## config.mk

```make
export PLATFORM = sky130hd
export DESIGN_NAME = i2c_slave_top
export DESIGN_NICKNAME = d
export VERILOG_FILES = /design/src/logic/i2c_slave_pkg.sv /design/src/logic/i2c_line_filter.sv /design/src/logic/i2c_slave_top.sv /design/src/logic/i2c_target_fsm.sv /design/src/logic/pec_crc8.sv /design/src/logic/reg_bus_bridge.sv
export VERILOG_INCLUDE_DIRS = /design/src /design/src/include
export SDC_FILE = /design/constraint.sdc
export NUM_CORES = 1
export LEC_CHECK = 0
export BUFFER_PORTS_ARGS = -buffer_cell sky130_fd_sc_hd__buf_2
export CAP_MARGIN = 20
export CORE_ASPECT_RATIO = 0.5
export CORE_MARGIN = 2
export CORE_UTILIZATION = 50
export CTS_CLUSTER_SIZE = 28
export DETAILED_ROUTE_END_ITERATION = 8
export PLACE_DENSITY = 0.68
export SYNTH_ARGS = -nofsm -noshare
export SYNTH_HDL_FRONTEND = slang
export SYNTH_SLANG_ARGS = --single-unit
```

## constraint.sdc

```tcl
create_clock -name clk -period 2.9 [get_ports clk]
set_clock_uncertainty 0.1 [all_clocks]
set_input_delay 0.145 -clock clk [delete_from_list [all_inputs] [get_ports clk]]
set_output_delay 0.145 -clock clk [all_outputs]
set_load 0.02 [all_outputs]
```

## src/include/i2c_slave_defs.svh

```systemverilog
// build-time constants only; the target answers a single fixed 7-bit address
`ifndef I2C_SLAVE_DEFS_SVH
`define I2C_SLAVE_DEFS_SVH

// own address, no 10-bit or general call support
`define I2C_TARGET_ADDR 7'h55

`define I2C_SPIKE_LEN 2         // clocks a new line level must hold
`define I2C_BYTE_W 8

// SMBus PEC, x^8 + x^2 + x + 1
`define PEC_POLY 8'h07

`endif

```

## src/logic/i2c_slave_pkg.sv

```systemverilog
// encodings shared by the target FSM and the register bus bridge
`default_nettype none

package i2c_slave_pkg;

    typedef enum logic [2:0] {
        st_idle,
        st_addr,
        st_addr_ack,
        st_wr_byte,
        st_wr_ack,
        st_ptr_byte,
        st_rd_byte,
        st_rd_ack_wait
    } target_state_e;

    typedef enum logic {
        op_write,
        op_read
    } bus_op_e;

endpackage

`default_nettype wire

```

## src/logic/i2c_line_filter.sv

```systemverilog
// lines read as idle high out of reset; events lag the pins by about 3 + I2C_SPIKE_LEN clocks
`timescale 1ns/1ps
`default_nettype none
`include "i2c_slave_defs.svh"

module i2c_line_filter (
    input  wire  clk,
    input  wire  rst_n,
    input  wire  i_scl,
    input  wire  i_sda,
    output logic o_scl,
    output logic o_sda,
    output logic o_scl_rise,
    output logic o_scl_fall,
    output logic o_start,
    output logic o_stop
);

    localparam int CNT_W = $clog2(`I2C_SPIKE_LEN + 1);

    // bit 0 is scl, bit 1 is sda
    logic [1:0]       meta;
    logic [1:0]       sync;
    logic [1:0]       level;    // accepted level
    logic [1:0]       level_q;
    logic [CNT_W-1:0] stable_cnt [2];

    always_ff @(posedge clk or negedge rst_n) begin
        if (!rst_n) begin
            meta <= 2'b11;
            sync <= 2'b11;
        end else begin
            meta <= {i_sda, i_scl};
            sync <= meta;
        end
    end

    // a level change is taken only once it has held for the spike length
    always_ff @(posedge clk or negedge rst_n) begin
        if (!rst_n) begin
            level      <= 2'b11;
            stable_cnt <= '{default: '0};
        end else begin
            for (int i = 0; i < 2; i++) begin
                if (sync[i] == level[i]) begin
                    stable_cnt[i] <= '0;        // spike over, start again
                end else if (stable_cnt[i] == CNT_W'(`I2C_SPIKE_LEN - 1)) begin
                    level[i]      <= sync[i];
                    stable_cnt[i] <= '0;
                end else begin
                    stable_cnt[i] <= stable_cnt[i] + 1'b1;
                end
            end
        end
    end

    always_ff @(posedge clk or negedge rst_n) begin
        if (!rst_n) begin
            level_q    <= 2'b11;
            o_scl_rise <= 1'b0;
            o_scl_fall <= 1'b0;
            o_start    <= 1'b0;
            o_stop     <= 1'b0;
        end else begin
            level_q    <= level;
            o_scl_rise <= level[0] & ~level_q[0];
            o_scl_fall <= ~level[0] & level_q[0];
            o_start    <= level[0] & level_q[0] & ~level[1] & level_q[1];  // sda falls, scl high
            o_stop     <= level[0] & level_q[0] & level[1] & ~level_q[1];
        end
    end

    // delayed copy lines up with the event pulses
    assign o_scl = level_q[0];
    assign o_sda = level_q[1];

endmodule

`default_nettype wire

```

## src/logic/i2c_slave_top.sv

```systemverilog
// oe outputs pull the pin low when high; the pads and pull-ups live outside this block
`timescale 1ns/1ps
`default_nettype none
`include "i2c_slave_defs.svh"

module i2c_slave_top (
    input  wire                   clk,
    input  wire                   rst_n,
    input  wire                   i_scl,
    input  wire                   i_sda,
    output wire                   o_scl_oe,
    output wire                   o_sda_oe,
    output wire                   o_pec_error,
    output wire                   o_start,
    output wire                   o_stop,
    output wire                   o_bus_req,
    output wire                   o_bus_we,
    output wire [`I2C_BYTE_W-1:0] o_bus_addr,
    output wire [`I2C_BYTE_W-1:0] o_bus_wdata,
    input  wire                   i_bus_ack,
    input  wire [`I2C_BYTE_W-1:0] i_bus_rdata
);

    logic                    scl_f;
    logic                    sda_f;
    logic                    scl_rise;
    logic                    scl_fall;
    logic                    byte_strobe;
    logic [`I2C_BYTE_W-1:0]  byte_val;
    logic                    op_go;
    i2c_slave_pkg::bus_op_e  op;
    logic [`I2C_BYTE_W-1:0]  ptr;
    logic [`I2C_BYTE_W-1:0]  wdata;
    logic                    busy;
    logic [`I2C_BYTE_W-1:0]  rd_data;
    logic                    rd_valid;

    i2c_line_filter u_filter (
        .clk        (clk),
        .rst_n      (rst_n),
        .i_scl      (i_scl),
        .i_sda      (i_sda),
        .o_scl      (scl_f),
        .o_sda      (sda_f),
        .o_scl_rise (scl_rise),
        .o_scl_fall (scl_fall),
        .o_start    (o_start),
        .o_stop     (o_stop)
    );

    i2c_target_fsm u_fsm (
        .clk           (clk),
        .rst_n         (rst_n),
        .i_scl         (scl_f),
        .i_sda         (sda_f),
        .i_scl_rise    (scl_rise),
        .i_scl_fall    (scl_fall),
        .i_start       (o_start),
        .i_stop        (o_stop),
        .i_bridge_busy (busy),
        .i_rd_data     (rd_data),
        .i_rd_valid    (rd_valid),
        .o_sda_oe      (o_sda_oe),
        .o_scl_oe      (o_scl_oe),
        .o_byte_strobe (byte_strobe),
        .o_byte        (byte_val),
        .o_op_go       (op_go),
        .o_op          (op),
        .o_ptr         (ptr),
        .o_wdata       (wdata)
    );

    pec_crc8 u_pec (
        .clk           (clk),
        .rst_n         (rst_n),
        .i_byte_strobe (byte_strobe),
        .i_byte        (byte_val),
        .i_stop        (o_stop),
        .o_pec_error   (o_pec_error)
    );

    reg_bus_bridge u_bridge (
        .clk         (clk),
        .rst_n       (rst_n),
        .i_op_go     (op_go),
        .i_op        (op),
        .i_ptr       (ptr),
        .i_wdata     (wdata),
        .i_bus_ack   (i_bus_ack),
        .i_bus_rdata (i_bus_rdata),
        .o_busy      (busy),
        .o_rd_data   (rd_data),
        .o_rd_valid  (rd_valid),
        .o_bus_req   (o_bus_req),
        .o_bus_we    (o_bus_we),
        .o_bus_addr  (o_bus_addr),
        .o_bus_wdata (o_bus_wdata)
    );

endmodule

`default_nettype wire

```

## src/logic/i2c_target_fsm.sv

```systemverilog
// 7-bit target only; the first written byte is the pointer, a NACK or STOP ends a read
`timescale 1ns/1ps
`default_nettype none
`include "i2c_slave_defs.svh"

module i2c_target_fsm
    import i2c_slave_pkg::*;
(
    input  wire                   clk,
    input  wire                   rst_n,
    input  wire                   i_scl,
    input  wire                   i_sda,
    input  wire                   i_scl_rise,
    input  wire                   i_scl_fall,
    input  wire                   i_start,
    input  wire                   i_stop,
    input  wire                   i_bridge_busy,
    input  wire [`I2C_BYTE_W-1:0] i_rd_data,
    input  wire                   i_rd_valid,
    output logic                  o_sda_oe,
    output logic                  o_scl_oe,
    output logic                  o_byte_strobe,
    output logic [`I2C_BYTE_W-1:0] o_byte,
    output logic                  o_op_go,
    output bus_op_e               o_op,
    output logic [`I2C_BYTE_W-1:0] o_ptr,
    output logic [`I2C_BYTE_W-1:0] o_wdata
);

    target_state_e          state;
    logic [`I2C_BYTE_W-1:0] shreg;
    logic [3:0]             bit_cnt;
    logic                   rd_xfer;    // matched address had R set
    logic                   rd_loaded;
    logic [`I2C_BYTE_W-1:0] rx_byte;
    logic                   rx_last;
    logic                   addr_hit;

    assign rx_byte  = {shreg[`I2C_BYTE_W-2:0], i_sda};
    assign rx_last  = i_scl_rise && (bit_cnt == 4'd7);
    assign addr_hit = (rx_byte[`I2C_BYTE_W-1:1] == `I2C_TARGET_ADDR);

    always_ff @(posedge clk or negedge rst_n) begin
        if (!rst_n) begin
            state         <= st_idle;
            shreg         <= '0;
            bit_cnt       <= '0;
            rd_xfer       <= 1'b0;
            rd_loaded     <= 1'b0;
            o_sda_oe      <= 1'b0;
            o_scl_oe      <= 1'b0;
            o_byte_strobe <= 1'b0;
            o_byte        <= '0;
            o_op_go       <= 1'b0;
            o_op          <= op_write;
            o_ptr         <= '0;
            o_wdata       <= '0;
        end else begin
            o_byte_strobe <= 1'b0;
            o_op_go       <= 1'b0;
            if (o_op_go) begin
                o_ptr <= o_ptr + 1'b1;  // bridge already latched the old value
            end
            if (i_rd_valid && rd_xfer && state != st_idle) begin
                shreg     <= i_rd_data;
                rd_loaded <= 1'b1;
            end

            if (i_stop) begin
                state     <= st_idle;
                o_sda_oe  <= 1'b0;
                o_scl_oe  <= 1'b0;
                rd_xfer   <= 1'b0;
                rd_loaded <= 1'b0;
            end else if (i_start) begin   // also repeated START
                state     <= st_addr;
                bit_cnt   <= '0;
                o_sda_oe  <= 1'b0;
                o_scl_oe  <= 1'b0;
                rd_xfer   <= 1'b0;
                rd_loaded <= 1'b0;
            end else begin
                if (i_scl_rise && state inside {st_addr, st_ptr_byte, st_wr_byte}) begin
                    shreg   <= rx_byte;
                    bit_cnt <= bit_cnt + 1'b1;
                end
                case (state)
                    st_addr: begin
                        if (rx_last && addr_hit) begin
                            state         <= st_addr_ack;
                            rd_xfer       <= rx_byte[0];
                            o_byte_strobe <= 1'b1;
                            o_byte        <= {rx_byte[`I2C_BYTE_W-1:1], 1'b0};  // R/W as 0
                            if (rx_byte[0]) begin
                                o_op_go <= 1'b1;  // prefetch first read byte
                                o_op    <= op_read;
                            end
                        end else if (rx_last) begin
                            state <= st_idle;   // not ours, no ACK
                        end
                    end
                    st_ptr_byte: begin
                        if (rx_last) begin
                            state         <= st_wr_ack;
                            o_ptr         <= rx_byte;
                            o_byte_strobe <= 1'b1;
                            o_byte        <= rx_byte;
                        end
                    end
                    st_wr_byte: begin
                        if (o_scl_oe && !i_bridge_busy) begin
                            o_scl_oe <= 1'b0;
                        end
                        if (rx_last) begin
                            state         <= st_wr_ack;
                            o_byte_strobe <= 1'b1;
                            o_byte        <= rx_byte;
                            o_wdata       <= rx_byte;
                            o_op          <= op_write;
                            o_op_go       <= 1'b1;
                        end
                    end
                    // first fall starts the ACK bit, second one ends it
                    st_addr_ack, st_wr_ack: begin
                        if (i_scl_fall && !o_sda_oe) begin
                            o_sda_oe <= 1'b1;
                        end else if (i_scl_fall) begin
                            o_sda_oe <= 1'b0;
                            bit_cnt  <= '0;
                            if (state == st_wr_ack) begin
                                state    <= st_wr_byte;
                                o_scl_oe <= i_bridge_busy;  // stretch until write lands
                            end else if (rd_xfer) begin
                                state    <= st_rd_byte;
                                o_scl_oe <= 1'b1;
                            end else begin
                                state <= st_ptr_byte;
                            end
                        end
                    end
                    st_rd_byte: begin
                        if (o_scl_oe) begin
                            if (bit_cnt != 4'd0) begin
                                o_scl_oe <= 1'b0;   // msb settled, release SCL
                            end else if (rd_loaded && !i_scl) begin
                                o_sda_oe  <= ~shreg[`I2C_BYTE_W-1];
                                bit_cnt   <= 4'd1;
                                rd_loaded <= 1'b0;
                            end
                        end else if (i_scl_fall && bit_cnt == 4'd8) begin
                            o_sda_oe <= 1'b0;       // controller owns the ACK bit
                            state    <= st_rd_ack_wait;
                        end else if (i_scl_fall) begin
                            o_sda_oe <= ~shreg[`I2C_BYTE_W-2];
                            shreg    <= shreg << 1;
                            bit_cnt  <= bit_cnt + 1'b1;
                        end
                    end
                    st_rd_ack_wait: begin
                        if (i_scl_rise && i_sda) begin
                            state <= st_idle;
                        end else if (i_scl_rise) begin
                            o_op_go <= 1'b1;
                            o_op    <= op_read;
                        end else if (i_scl_fall) begin
                            state    <= st_rd_byte;
                            o_scl_oe <= 1'b1;
                            bit_cnt  <= '0;
                        end
                    end
                    default: state <= st_idle;
                endcase
            end
        end
    end

endmodule

`default_nettype wire

```

## src/logic/pec_crc8.sv

```systemverilog
// remainder runs across repeated STARTs and is only cleared by STOP
`timescale 1ns/1ps
`default_nettype none
`include "i2c_slave_defs.svh"

module pec_crc8 (
    input  wire                   clk,
    input  wire                   rst_n,
    input  wire                   i_byte_strobe,
    input  wire [`I2C_BYTE_W-1:0] i_byte,
    input  wire                   i_stop,
    output logic                  o_pec_error
);

    logic [`I2C_BYTE_W-1:0] crc;

    // msb first, whole byte per call
    function automatic logic [`I2C_BYTE_W-1:0] crc_byte(
        input logic [`I2C_BYTE_W-1:0] crc_in,
        input logic [`I2C_BYTE_W-1:0] data
    );
        logic [`I2C_BYTE_W-1:0] c;
        c = crc_in ^ data;
        for (int i = 0; i < `I2C_BYTE_W; i++) begin
            c = c[`I2C_BYTE_W-1] ? ((c << 1) ^ `PEC_POLY) : (c << 1);
        end
        return c;
    endfunction

    always_ff @(posedge clk or negedge rst_n) begin
        if (!rst_n) begin
            crc         <= '0;
            o_pec_error <= 1'b0;
        end else if (i_stop) begin
            o_pec_error <= |crc;    // good PEC leaves zero
            crc         <= '0;
        end else begin
            o_pec_error <= 1'b0;
            if (i_byte_strobe) begin
                crc <= crc_byte(crc, i_byte);
            end
        end
    end

endmodule

`default_nettype wire

```

## src/logic/reg_bus_bridge.sv

```systemverilog
// one access at a time; an i_op_go that arrives while busy is dropped
`timescale 1ns/1ps
`default_nettype none
`include "i2c_slave_defs.svh"

module reg_bus_bridge
    import i2c_slave_pkg::*;
(
    input  wire                    clk,
    input  wire                    rst_n,
    input  wire                    i_op_go,
    input  wire bus_op_e           i_op,
    input  wire [`I2C_BYTE_W-1:0]  i_ptr,
    input  wire [`I2C_BYTE_W-1:0]  i_wdata,
    input  wire                    i_bus_ack,
    input  wire [`I2C_BYTE_W-1:0]  i_bus_rdata,
    output logic                   o_busy,
    output logic [`I2C_BYTE_W-1:0] o_rd_data,
    output logic                   o_rd_valid,
    output logic                   o_bus_req,
    output logic                   o_bus_we,
    output logic [`I2C_BYTE_W-1:0] o_bus_addr,
    output logic [`I2C_BYTE_W-1:0] o_bus_wdata
);

    bus_op_e op_q;

    assign o_bus_we = (op_q == op_write);

    // four-phase: req up, ack up, req down, ack down
    always_ff @(posedge clk or negedge rst_n) begin
        if (!rst_n) begin
            o_busy     <= 1'b0;
            o_bus_req  <= 1'b0;
            o_rd_valid <= 1'b0;
            op_q       <= op_write;
        end else begin
            o_rd_valid <= 1'b0;
            if (!o_busy) begin
                if (i_op_go) begin
                    o_busy    <= 1'b1;
                    o_bus_req <= 1'b1;
                    op_q      <= i_op;
                end
            end else if (o_bus_req) begin
                if (i_bus_ack) begin
                    o_bus_req <= 1'b0;
                end
            end else if (!i_bus_ack) begin
                o_busy     <= 1'b0;     // responder back to idle
                o_rd_valid <= (op_q == op_read);
            end
        end
    end

    always_ff @(posedge clk) begin
        if (i_op_go && !o_busy) begin
            o_bus_addr  <= i_ptr;
            o_bus_wdata <= i_wdata;
        end
        if (o_bus_req && i_bus_ack && op_q == op_read) begin
            o_rd_data <= i_bus_rdata;   // only valid while ack is high
        end
    end

endmodule

`default_nettype wire

```

# [Word level (Yosys, flattened, before mapping)]
# Cells that the tools add are included.
[word_totals] reg_bits=99 latchBits=0 ram_bits=0 romBits=0 output_inout_bits=23 elab_cells=263 memories=0
[classes] n_addsub=4 multipliers=0 div_mod_pow=0 n_lt_le_gt_ge=0 n_eq_ne=37 shifts=0 mux=121 bitwise_logic=28 reduce_logical=40
[ops] cell="8-bit two-way mux" count=17
[ops] cell="3-bit two-way mux" count=21
[ops] cell="1-bit two-way mux" count=59
[ops] cell="4-bit two-way mux" count=11
[ops] cell="4-bit != test, second input constant" count=7
[ops] cell="3-bit inverter" count=8
[ops] cell="8-bit AND reduction" count=3
[ops] cell="5-bit by 4-bit != test with 1-bit output, second input constant" count=4
[ops] cell="8-bit case mux with 2 select lines" count=1
[ops] cell="3-bit case mux with 5 select lines" count=1
[ops] cell="3-bit nonzero test" count=5
[ops] cell="1-bit logical AND" count=13
[ops] cell="3-bit == test, second input constant" count=4
[ops] cell="1-bit inverter" count=12
[ops] cell="4-bit case mux with 3 select lines" count=1
[ops] cell="2-bit two-way mux" count=5
[ops] cell="5-bit != test, second input constant" count=2
[ops] cell="5-bit AND reduction" count=2
[ops] cell="8-bit by 1-bit adder with 8-bit output, second input constant" count=1
[ops] cell="2-bit != test, second input constant" count=4
[ops] cell="2-bit AND reduction" count=4
[ops] cell="4-bit nonzero test" count=2
[ops] cell="8-bit OR reduction" count=1
[ops] cell="8-bit XOR" count=1
[ops] cell="23 further kinds" count=41

# [Longest topological paths before layout]
# Gate-level depths: netlist (run 1).
[depth] ltp_word=19 ltp_mapped=8

# [Hierarchy]
# From an unflattened synthesis (run 1), not the netlist that was laid out.
[hier_totals] hier_cells=382 hier_area_um2=4694.5
[by_module_without_submodules] module="i2c_target_fsm" instances=1 cells_per_inst=254 area_per_inst_um2=2620.0
[by_module_without_submodules] module="reg_bus_bridge" instances=1 cells_per_inst=39 area_per_inst_um2=887.1
[by_module_without_submodules] module="pec_crc8" instances=1 cells_per_inst=58 area_per_inst_um2=636.9
[by_module_without_submodules] module="i2c_line_filter" instances=1 cells_per_inst=31 area_per_inst_um2=550.5

# [Worst setup path after synthesis (run 1)]
# No wires, ideal clock.
[synth_path] path_type="reg2reg" from="register u_fsm.shreg[5]" to="register u_fsm.o_op" arrival_ns=1.825 t_required_ns=2.675 slack_ns=0.850 stages_incl_launch_ff=6 n_path_buf=0 cell_sequence="dfrtp_1 -> nand4b_1 -> or4b_1 -> or2_4 -> o31ai_4 -> mux2_4"
[synth_via] elab_chain_cells=4
[synth_rtl] item="from (decl)" line="i2c_target_fsm.sv:31" rtl="logic [`I2C_BYTE_W-1:0] shreg;"
[synth_rtl] item="from (signal assigned)" line="i2c_target_fsm.sv:65" rtl="shreg <= i_rd_data;"
[synth_rtl] item="from (signal assigned)" line="i2c_target_fsm.sv:84" rtl="shreg <= rx_byte;"
[synth_rtl] item="from (signal assigned)" line="i2c_target_fsm.sv:155" rtl="shreg <= shreg << 1;"
[synth_rtl] item="7-bit == test (no source line)"
[synth_rtl] item="1-bit logical AND" line="i2c_target_fsm.sv:89" rtl="if (rx_last && addr_hit) begin"
[synth_rtl] item="2-bit != test (no source line)"
[synth_rtl] item="8-bit AND reduction (no source line)"
[synth_rtl] item="to (signal assigned)" line="i2c_target_fsm.sv:96" rtl="o_op <= op_read;"
[synth_rtl] item="to (signal assigned)" line="i2c_target_fsm.sv:119" rtl="o_op <= op_write;"
[synth_rtl] item="to (signal assigned)" line="i2c_target_fsm.sv:164" rtl="o_op <= op_read;"
[synth_rtl] item="to (decl)" line="i2c_target_fsm.sv:25" rtl="output bus_op_e o_op,"
# No other way between the ends.
# A chain may end at the register's enable or synchronous reset.

# [Worst setup path in the final report (run 1)]
[layout_path] from="register u_fsm.bit_cnt[0]" to="register u_fsm.o_wdata[1]"
[layout_via] elab_chain_cells=3
[layout_rtl] item="from (decl)" line="i2c_target_fsm.sv:32" rtl="logic [3:0] bit_cnt;"
[layout_rtl] item="from (signal assigned)" line="i2c_target_fsm.sv:85" rtl="bit_cnt <= bit_cnt + 1'b1;"
[layout_rtl] item="from (signal assigned)" line="i2c_target_fsm.sv:156" rtl="bit_cnt <= bit_cnt + 1'b1;"
[layout_rtl] item="4-bit by 3-bit == test with 1-bit output" line="i2c_target_fsm.sv:40" rtl="assign rx_last = i_scl_rise && (bit_cnt == 4'd7);"
[layout_rtl] item="1-bit logical AND" line="i2c_target_fsm.sv:40"
[layout_rtl] item="4-bit AND reduction (no source line)"
[layout_rtl] item="to (signal assigned)" line="i2c_target_fsm.sv:118" rtl="o_wdata <= rx_byte;"
[layout_rtl] item="to (decl)" line="i2c_target_fsm.sv:27" rtl="output logic [`I2C_BYTE_W-1:0] o_wdata"
# No other way between the ends.

==> metrics.md, run 1 <==
| Metric | Value |
|---|---|
| Crit end category | flip-flop |
| Met3 wire length | 542 µm |
| Initial antenna violation count | 0 |
| Avg WL per Cell | 17.1 µm |
| Final ANT Viol Nets | 0 |
| Global route overflow | 0 |
| Post-synth EDFFs | 24 |
| Clock transition at the registers of the reported paths | 70 ps |
| M1 wire length | 4620 µm |
| Setup Fix Bufs, Post-CTS | 0 |
| CP Max Fanout | 8 |
| Post-synthesis cell area | 4680 µm² |
| Share of flip-flops with an asynchronous set or reset | 75.8% |
| Initial core utilization | 52.6% |
| Commonest non-fill, non-tap cell in the layout | dfrtp_1 |
| Pwr dens | 677 nW/µm² |
| Post-layout min period | 2310 ps |
| Htree depth | 3 |
| IO Count | 36 |
| Chip height | 72.4 µm |
| Cells on worst reg2reg path | 5 |
| Gr usage total | 21.2% |
| WP data arrival | 2450 ps |
| Synth-to-Final Area Change | 15.9% |
| VDD IR-drop max | 431 µV |
| Setup TNS | 0 ps |
| CTS root buf | clkbuf_16 |
| CTS tree | done |
| GPL Wtd Cong | 0.896 |
| Synthesized Nets | 428 |
| Commonest non-fill, non-tap cells in the layout | 67 x dfrtp_1, 41 x nand2_1, 35 x buf_2 |
| DR iter-0 viols | 290 |
| CTS Buffer Depth | 2 |
| Fin. max-slew vios | 0 |
| Max transition margin | 51.4% |
| Antenna Cells | 0 |
| Setup slack, reg-to-reg | 590 ps |
| Final setup fails | 0 |
| Maximum number of pins on one net before global-route repair | 37 |
| Worst-Margin Slew | 722 ps |
| Ys flop type | dfrtp_1 |
| Clock Latency Late Sink | 350 ps |
| Detailed-route via count | 3,317 |
| Static leakage | 2.33 nW |
| Worst min path class | in2async |
| Wirelength, routed | 9980 µm |
| Met2 Wirelength | 4720 µm |
| Core Area | 8890 µm² |
| Highest routed layer | met4 |
| Gate Count Post-Synth | 412 |
| Rows | 24 |
| CP Cell Sequence | ha_1 > and4b_1 > nand2_1 > nor2_1 > mux2_2 |
| DR pass1 iterations | 5 |
| CP max-delay cell | nor2_1 |
| CP Class | reg2reg |
| RSZ-0062 raised after global routing | no |
| Buf/Inv on CP | 0 |
| Startpoint types | flip-flop |
| Final Net Count | 478 |
| Clock sink count | 99 |
| Period utilization | 79.7% |
| Chip width | 141 µm |
| Sequential element share of the synthesized area | 55.7% |
| Die area | 10,200 µm² |
| Tot Pwr | 3.67 mW |
| WP depth | 5 |
| Ys Warns | 0 |
| CP startpoint | u_fsm.bit_cnt[0]$_DFFE_PN0N_ |
| Final hold vios | 0 |
| Delay-heaviest family, CP | simple AND/OR/NAND/NOR gates |
| Register bit count reported by yosys | 99 |
| CTS Buf Count | 9 |
| R2r startpoint | u_fsm.bit_cnt[0]$_DFFE_PN0N_ |
| Slowest stage delay, CP | 570 ps |
| Mean post-synth cell area | 11.4 µm² |
| Max-Cap Viols | 0 |
| Synth cell types | 57 |
| Dpl hpwl | 6850 µm |
| Status | finished clean |
| DR vias/cell | 5.68 |
| I/O Buffers | 35 |
| Critical Path RT | 3040 ps |
| Layout cells sized above 1 | 20.3% |
| Residual DRC | 0 |
| First-pass GRT wire length | 16,600 µm |
| Vias in the first global route | 3,278 |
| R2r endpoint | u_fsm.o_wdata[1]$_DFFE_PN0P_ |
| Fmax | 0.433 GHz |
-- logic make-up after synthesis --
logic type	count (synthesis)	synth area share [%]
compound gates	86	11.9
xor+xnor	34	7.01
fa+ha+maj	3	0.802
buf+inv	31	2.81
flops	99	55.7
mux	31	7.76
simple gates	128	14.0
-- state kept, by name, indices dropped and copies added, names as in the netlist, 2 cells and up --
signal                flops
u_filter.sync             2
u_fsm.shreg               8
u_pec.crc                 8
u_filter.level            2
u_bridge.o_rd_data        8
u_fsm.state               3
u_fsm.o_ptr               8
u_filter.level_q          2
u_fsm.bit_cnt             4
u_filter.meta             2
u_bridge.o_bus_wdata      8
u_bridge.o_bus_addr       8
u_filter.stable_cnt       4
u_fsm.o_byte              8
u_fsm.o_wdata             8
-- routing by layer --
layer  track usage [%]  vias to the layer above
li1                  -                     1567
met1              29.3                     1645
met2              34.0                       92
met3              5.35                       13
met4              6.00                        0
met5                 0                        -
-- worst register-to-register path, stage by stage (launching register included) --
cell     delay [ps]
dfrtp_1         440
ha_1            250
and4b_1         300
nand2_1         130
nor2_1          570
mux2_2          410
-- Yosys cell counts (2+ instances only) --
cell | n | area share [%]
a21boi_0 | 4 | 0.64
nand4b_1 | 4 | 0.75
xor3_1 | 2 | 1.0
ha_1 | 3 | 0.80
nor2_1 | 27 | 2.2
nor3b_1 | 2 | 0.32
a31oi_1 | 3 | 0.40
nor4bb_1 | 2 | 0.43
nand3_1 | 9 | 0.96
o31ai_1 | 2 | 0.32
o21ai_0 | 28 | 3.0
inv_1 | 12 | 0.96
xor2_1 | 14 | 2.6
o211a_1 | 2 | 0.43
o32ai_1 | 2 | 0.37
a211o_1 | 2 | 0.37
a21oi_1 | 17 | 1.8
buf_1 | 2 | 0.16
clkbuf_1 | 10 | 0.80
nor4_1 | 2 | 0.27
a21o_1 | 4 | 0.64
mux2i_1 | 13 | 2.8
a31o_2 | 2 | 0.37
dfstp_2 | 8 | 4.5
edfxtp_1 | 24 | 15
mux2_4 | 8 | 2.6
nand4_1 | 4 | 0.53
nor3_1 | 5 | 0.53
nand2b_1 | 5 | 0.67
and2_1 | 6 | 0.80
a211oi_1 | 9 | 1.4
mux2_2 | 10 | 2.4
o22ai_1 | 3 | 0.40
buf_2 | 5 | 0.53
and3_1 | 4 | 0.53
nand3b_1 | 2 | 0.32
dfrtp_1 | 67 | 36
nand2_1 | 41 | 3.3
xnor2_1 | 18 | 3.4
nor2b_1 | 8 | 1.1
-- cell type report --
class	instances	area, µm²
tap	117	146
clock inverter	7	73.8
timing repair buffer	58	378
clock buffer	9	225
multi-input combinational	282	1950
inverter	12	45.0
fill	732	3470
sequential	99	2610
-- what timing repair did --
action / in CTS / in global routing
resized for setup: 0 / 0
endpoints found under the hold margin: 32 / 0
hold buffers: 12 / 0
-- power by group --
part           leakage [nW]  switching (mW)  internal, mW
clock network         0.148           0.576         0.612
registers              1.18           0.252          1.59
logic                  1.00           0.362         0.282
total                  2.33            1.19          2.48
-- per-stage QoR --
step           hold slack (ps)  util [%]  instances  worst slack [ps]  cell area [µm²]
6_report                   209      61.0        584               588             5420
5_1_grt                    266      61.0        584               388             5420
4_1_cts                    232      61.0        584               586             5420
3_5_place_dp              80.6      56.3        556               614             5000
3_3_place_gp              67.0      56.3        556               708             5000
2_1_floorplan             -251         -        412               850             4680
-- worst max-delay path by stage --
stage                                         endpoint  slack, ps
after detailed placement  u_fsm.o_wdata[0]$_DFFE_PN0P_        610
final                     u_fsm.o_wdata[1]$_DFFE_PN0P_        590
after CTS                 u_fsm.o_wdata[0]$_DFFE_PN0P_        590
after floorplan                 u_fsm.o_op$_DFFE_PN0P_        850
after global routing      u_fsm.o_wdata[7]$_DFFE_PN0P_        390
after global placement    u_fsm.bit_cnt[2]$_DFFE_PN0N_        710
(Power assumes the default switching activity.)
==> run 2, diff against run 1 <==
--- a/config.mk
+++ b/config.mk
@@ -6,6 +6,7 @@
 export SDC_FILE = /design/constraint.sdc
 export NUM_CORES = 1
 export LEC_CHECK = 0
+export ABC_AREA = 1
 export BUFFER_PORTS_ARGS = -buffer_cell sky130_fd_sc_hd__buf_2
 export CAP_MARGIN = 20
 export CORE_ASPECT_RATIO = 0.5
@@ -13,7 +14,7 @@
 export CORE_UTILIZATION = 50
 export CTS_CLUSTER_SIZE = 28
 export DETAILED_ROUTE_END_ITERATION = 8
-export PLACE_DENSITY = 0.68
+export PLACE_DENSITY = 0.71
 export SYNTH_ARGS = -nofsm -noshare
 export SYNTH_HDL_FRONTEND = slang
 export SYNTH_SLANG_ARGS = --single-unit
==> constraint.sdc (replaced) <==
create_clock -name clk -period 1.9 [get_ports clk]
set_clock_uncertainty 0.1 [all_clocks]
set_input_delay 0.095 -clock clk [delete_from_list [all_inputs] [get_ports clk]]
set_output_delay 0.095 -clock clk [all_outputs]
set_load 0.02 [all_outputs]
==> run 2 against run 1 <==
  * Critical path depth grew 5
  * Clock power grew 43%
  * Core utilization is 0.71 points lower
  * Critical endpoint is now u_fsm.bit_cnt[0]$_DFFE_PN0N_
  * Largest cell class unchanged
  * Highest routed layer unchanged
==> metrics.md, run 2 <==
| Metric | Value |
|---|---|
| Clock transition at the registers of the reported paths | 70 ps |
| Gate Count Post-Synth | 534 |
| Crit end category | flip-flop |
| VDD IR-drop max | 512 µV |
| Adder-Cell Fraction of Synth Area | 0.790% |
| Post-synth top area cell | dfrtp_1 |
| CP Cell Sequence | inv_2 > a21oi_2 > nand2_2 > clkinv_1 > nand2_1 > nand2_1 > o21ai_0 > inv_1 > nand2_1 > nand2_1 |
| Share of the synthesized area in the top cell type | 35.3% |
| Static leakage | 2.70 nW |
| Synth Area in Simple Gates | 23.4% |
| XOR/XNOR share of the synthesized area | 3.69% |
| Worst-Margin Slew | 460 ps |
| Post-Layout Cell Count | 731 |
| Core Area | 9320 µm² |
| Worst Slack Setup Final | 119 ps |
| Wirelength, routed | 10,200 µm |
| Post-layout min period | 1780 ps |
| CP startpoint | u_fsm.state[0]$_DFFE_PN0P_ |
| Clock Latency Late Sink | 340 ps |
| DR vias/cell | 5.22 |
| Detailed-route via count | 3,817 |
| Pwr dens | 1280 nW/µm² |
| Htree depth | 3 |
| Synth-to-Final Area Change | 18.3% |
| Setup slack, reg-to-reg | 120 ps |
| Fin. max-slew vios | 0 |
| Vias in the first global route | 3,562 |
| Dpl hpwl | 7230 µm |
| Complex-gate fraction of the synthesized area | 10.9% |
| Startpoint types | flip-flop |
| Commonest non-fill, non-tap cells in the layout | 151 x nand2_1, 64 x dfrtp_1, 56 x inv_1 |
| Residual DRC | 0 |
| Slowest stage delay, CP | 460 ps |
| Area of the multi-input gates | 1890 µm² |
| Area contributors post-synth | dfrtp_1 35%, edfxtp_1 15%, nand2_1 12% |
| Tot Pwr | 7.17 mW |
| Critical Path RT | 2030 ps |
| Initial core utilization | 51.0% |
| Chip height | 72.9 µm |
| Worst slack, placed | 47.6 ps |
| Period utilization | 93.7% |
| CTS tree | done |
| Synth cell types | 39 |
| Placed Cells | 700 |
| Post-synthesis cell area | 4750 µm² |
| Buf/Inv on CP | 3 |
| Global route overflow | 0 |
| Chip width | 142 µm |
| Clock sink count | 99 |
| Register bit count reported by yosys | 99 |
| Rows | 25 |
| Maximum number of pins on one net before global-route repair | 32 |
| Layout cells sized above 1 | 18.4% |
| Mean post-synth cell area | 8.89 µm² |
| Ys Warns | 0 |
| Ys flop type | dfrtp_1 |
| Initial antenna violation count | 0 |
| Antenna Cells | 0 |
| Final Net Count | 621 |
| Synthesized Nets | 550 |
| Fillcell total | 772 |
| Max-Cap Viols | 0 |
| Main combinational cell family by area after synthesis | simple AND/OR/NAND/NOR gates |
| Avg WL per Cell | 13.9 µm |
| R2r startpoint | u_fsm.state[0]$_DFFE_PN0P_ |
| DR iter-0 viols | 212 |
| Delay-heaviest family, CP | simple AND/OR/NAND/NOR gates |
| End-of-flow core utilization | 60.3% |
| CTS Buffer Depth | 2 |
| Commonest cells post-synth | 154 x nand2_1, 67 x dfrtp_1, 56 x inv_1, 40 x o21ai_0, 39 x nand3_1 |
| Commonest non-fill, non-tap cell in the layout | nand2_1 |
| Share of flip-flops with an asynchronous set or reset | 75.8% |
| DR pass1 iterations | 5 |
| Mux cell area share after synthesis | 0.211% |
| Fmax | 0.562 GHz |
| WP data arrival | 1910 ps |
| CP Max Fanout | 9 |
| Final ANT Viol Nets | 0 |
| CP max-delay cell | dfrtp_2 |
| Sequential element share of the synthesized area | 54.9% |
| Storage cell area | 2610 µm² |
| Post-synth EDFFs | 24 |
| Setup TNS | 0 ps |
| Worst min path class | in2async |
| Final hold vios | 0 |
| Count leader, synth | nand2_1 |
| RSZ-0062 raised after global routing | no |
| Final setup fails | 0 |
| CP Class | reg2reg |
| Max transition margin | 69.1% |
| IO Count | 36 |
| CTS root buf | clkbuf_16 |
| Gr usage total | 20.9% |
| CTS Buf Count | 9 |
| I/O Buffers | 35 |
| Status | finished clean |
| GPL Wtd Cong | 0.968 |
| First-pass GRT wire length | 16,800 µm |
| Top cell by count, worst path | nand2_1 |
| Die area | 10,300 µm² |
run 2: layout make-up:
cell class / count / area share [%]
Sequential cell: 99 / 46.5
Multi-Input combinational cell: 367 / 33.6
Timing Repair Buffer: 68 / 8.33
Clock buffer: 10 / 4.07
Inverter: 60 / 4.01
Tap cell: 121 / 2.69
Clock inverter: 6 / 0.824
run 2: path summary, 6_finish.rpt:
| kind | cells after the start | endpoint |
|---|---|---|
| min | 2 | u_filter.stable_cnt[3]$_DFF_PN0_ |
| max in group asynchronous | 3 | u_filter.level[0]$_DFFE_PN1P_ |
| min in group clk | 0 | u_filter.sync[0]$_DFF_PN1_ |
| max | 10 | u_fsm.bit_cnt[0]$_DFFE_PN0N_ |
| max reg2reg | 10 | u_fsm.bit_cnt[0]$_DFFE_PN0N_ |
| min reg2reg | 0 | u_filter.sync[0]$_DFF_PN1_ |
run 2: timing repair:
item	CTS	global route
hold buffers	12	0
setup endpoints to repair	0	22
buffers inserted	0	2
hold endpoints to repair	83	0
gates resized for setup	0	10
run 2: where the power goes:
part	internal [mW]	switching [mW]	leakage, nW	total (mW)
clock network	0.903	0.793	0.137	1.70
logic	0.838	1.55	1.36	2.38
registers	2.67	0.419	1.21	3.09
total	4.41	2.76	2.70	7.17
run 2: cell families (layout without fill, tap and decap cells):
logic type | count (synthesis) | after routing
AOI/OAI and AO/OA | 88 | 88
xor gates and xnor gates | 20 | 20
adders and majority gates | 3 | 3
buffers and inverters | 69 | 144
DFF | 99 | 99
muxes | 1 | 1
and+or+nand+nor | 254 | 255
run 2: per-stage QoR:
step	instance area (µm²)	hold WS, ps
after detailed placement	5170	-42.2
after global placement	5170	-44.9
after floorplan	4750	-301
final	5620	129
after global routing	5620	177
after CTS	5560	134
run 2: routing by layer:
| metal | routed length (µm) | track usage (%) | up-vias | share of wire, % |
|---|---|---|---|---|
| met3 | 656 | 5.12 | 12 | 6.5 |
| met4 | 137 | 6.33 | 0 | 1.3 |
| met1 | 4690 | 28.1 | 1775 | 46 |
| li1 | - | - | 1910 | - |
| met5 | 0 | 0 | - | 0 |
| met2 | 4670 | 34.3 | 120 | 46 |
run 2: worst reg2reg max path, stage by stage (launching register included):
cell and delay [ps]:
dfrtp_2 460, inv_2 140, a21oi_2 60, nand2_2 200, clkinv_1 180, nand2_1 110
nand2_1 60, o21ai_0 190, inv_1 60, nand2_1 60, nand2_1 40
==> run 3, diff against run 2 <==
--- a/config.mk
+++ b/config.mk
@@ -17,4 +17,5 @@
 export PLACE_DENSITY = 0.71
 export SYNTH_ARGS = -nofsm -noshare
 export SYNTH_HDL_FRONTEND = slang
+export SYNTH_HIERARCHICAL = 1
 export SYNTH_SLANG_ARGS = --single-unit
==> run 3 against run 2 <==
  * Core utilization up 1.0 points
  * Sequential power up 2%
  * Global-route usage is essentially flat
  * Synthesized area grew 6.0%
  * Clock power grew 14%
  * Count of clock-buffer cells in the layout down 1
  * Non-clock buffer count shrank 7
  * Sequential cell count unchanged
  * First-iteration DRC count grew 7.5%
  * Maximum frequency rose by 2.3%
  * Routed wire length up 4.3%
  * Combinational power up 24%
==> metrics.md, run 3 <==
| Metric | Value |
|---|---|
| Status | finished clean |
| Critical Path RT | 2020 ps |
| Initial core utilization | 52.4% |
| Synth-to-Final Area Change | 16.9% |
| Internal power | 4.79 mW |
| Pwr dens | 1360 nW/µm² |
| Share of the synthesized area in the top cell type | 33.3% |
| Commonest non-fill, non-tap cells in the layout | 194 x nand2_1, 66 x inv_1, 65 x dfrtp_1 |
| Layout cells sized above 1 | 21.5% |
| I/O Buffers | 35 |
| Clock sink count | 99 |
| Gate power share | 36.8% |
| Chip width | 146 µm |
| Clock transition at the registers of the reported paths | 70 ps |
| Area contributors post-synth | dfrtp_1 33%, nand2_1 15%, edfxtp_1 14% |
| Max transition margin | 68.5% |
| Min Hold Slack | 137 ps |
| Final Net Count | 668 |
| Core Area | 9600 µm² |
| Fmax | 0.574 GHz |
| Startpoint types | flip-flop |
| DR pass1 iterations | 5 |
| Ys flop type | dfrtp_1 |
| CTS Buf Count | 9 |
| Ys Warns | 6 |
| Crit end category | flip-flop |
| Gr usage total | 20.9% |
| Maximum number of pins on one net before global-route repair | 39 |
| Detailed-route via count | 4,060 |
| Residual DRC | 0 |
| Static leakage | 2.95 nW |
| Synth cell types | 44 |
| Post-layout min period | 1740 ps |
| Mean post-synth cell area | 8.56 µm² |
| Commonest non-fill, non-tap cell in the layout | nand2_1 |
| End-of-flow core utilization | 61.3% |
| DR vias/cell | 5.13 |
| Die area | 10,900 µm² |
| WP data arrival | 1870 ps |
| IO Count | 36 |
| Worst-Margin Slew | 472 ps |
| Post-synthesis cell area | 5040 µm² |
| Psw | 3.23 mW |
| Vias in the first global route | 3,653 |
| Commonest cells post-synth | 195 x nand2_1, 67 x dfrtp_1, 67 x inv_1, 40 x nand3_1, 34 x nor2_1 |
| Global route overflow | 0 |
| RSZ-0062 raised after global routing | yes |
| Post-synth top area cell | dfrtp_1 |
| Avg WL per Cell | 13.4 µm |
| Dpl hpwl | 7770 µm |
| Chip height | 75.0 µm |
| Gate Count Post-Synth | 588 |
| Initial antenna violation count | 0 |
| Final hold vios | 0 |
| Antenna Cells | 0 |
| Wirelength, routed | 10,600 µm |
| CP Class | reg2reg |
| Register bit count reported by yosys | 99 |
| CTS tree | done |
| DR iter-0 viols | 228 |
| Worst min path class | in2async |
| Sequential power share | 39.2% |
| Count leader, synth | nand2_1 |
| Max-Cap Viols | 0 |
| CTS root buf | clkbuf_16 |
| CTS Buffer Depth | 2 |
| Post-synth EDFFs | 24 |
| Tot Pwr | 8.02 mW |
| Clock Latency Late Sink | 350 ps |
| Htree depth | 3 |
| Final setup fails | 0 |
| First-pass GRT wire length | 17,700 µm |
| GPL Wtd Cong | 0.882 |
| Period utilization | 91.6% |
| Fin. max-slew vios | 0 |
| Final ANT Viol Nets | 0 |
| Sequential element share of the synthesized area | 51.8% |
| VDD IR-drop max | 697 µV |
| Share of flip-flops with an asynchronous set or reset | 75.8% |
| CP Max Fanout | 4 |
| Synthesized Nets | 604 |
| Switch share | 40.3% |
| Clock power frac | 24.0% |
| Rows | 25 |
-- run 3: timing repair --
item | in CTS | in global routing
buffers inserted | 0 | 2
setup endpoints to repair | 0 | 16
gates resized for setup | 0 | 8
endpoints found under the hold margin | 54 | 0
hold buffers | 12 | 0
-- run 3: area by class of cell --
class                           count  area (µm²)
Fill cell                         849        3710
Sequential cell                    99        2610
Multi-Input combinational cell    401        2080
Timing Repair Buffer               61         403
Inverter                           80         310
Clock buffer                        9         225
Tap cell                          135         169
Clock inverter                      7        90.1
-- run 3: kinds of logic after synthesis --
kind of cell | after synthesis | share of synthesized area, %
AOI/OAI and AO/OA | 72 | 9.32
xor gates and xnor gates | 12 | 2.53
adders and majority gates | 3 | 0.745
buffers and inverters | 88 | 7.43
DFF | 99 | 51.8
and+or+nand+nor | 314 | 28.2
-- run 3: per-layer routing --
layer,vias up,share of wire [%],global-route usage (%)
met5,-,0,0
met4,0,0.65,6.43
met3,6,5.3,4.73
met2,94,47,35.0
met1,1935,47,28.1
li1,2025,-,-
-- run 3: worst paths after layout --
check	start	endpoint	slack (ps)	cells after the start
hold reg to reg	u_filter/meta[0]$_DFF_PN1_	u_filter/sync[0]$_DFF_PN1_	260	0
max in group asynchronous	rst_n	u_pec/o_pec_error$_DFF_PN0_	890	3
setup / recovery	u_fsm/bit_cnt[0]$_DFFE_PN0N_	u_fsm/state[2]$_DFFE_PN0P_	160	11
setup reg to reg	u_fsm/bit_cnt[0]$_DFFE_PN0N_	u_fsm/state[2]$_DFFE_PN0P_	160	11
min in group clk	u_filter/meta[0]$_DFF_PN1_	u_filter/sync[0]$_DFF_PN1_	260	0
hold / removal	rst_n	u_filter/stable_cnt[1]$_DFF_PN0_	140	2
-- run 3: critical path, stage by stage (launching register included) --
cell and delay [ps]:
dfrtp_1 400, inv_1 110, ha_1 170, inv_1 60
nor2_1 90, nand2_1 120, nand2_1 110, nand3_1 130
nor2_4 170, nor2_2 60, nand2_1 60, nand2_1 60
-- run 3: power groups by stage --
stage,Clock [mW],Sequential (mW),Combinational (mW)
after global placement,0,3.17,2.80
after floorplan,0,3.25,2.05
after CTS,1.96,3.15,2.90
after global routing,2.04,3.21,3.33
after detailed placement,0,3.19,2.86
final,1.93,3.14,2.95
-- run 3: stage by stage --
stage               TNS (ps)  setup WS [ps]  instance area, µm²  instances
floorplan                  0            228                5040        588
global placement           0           77.9                5410        762
detailed placement         0           37.9                5410        762
CTS                        0           19.3                5840        790
global route           -5.35          -5.35                5890        792
finish                     0            159                5890        792
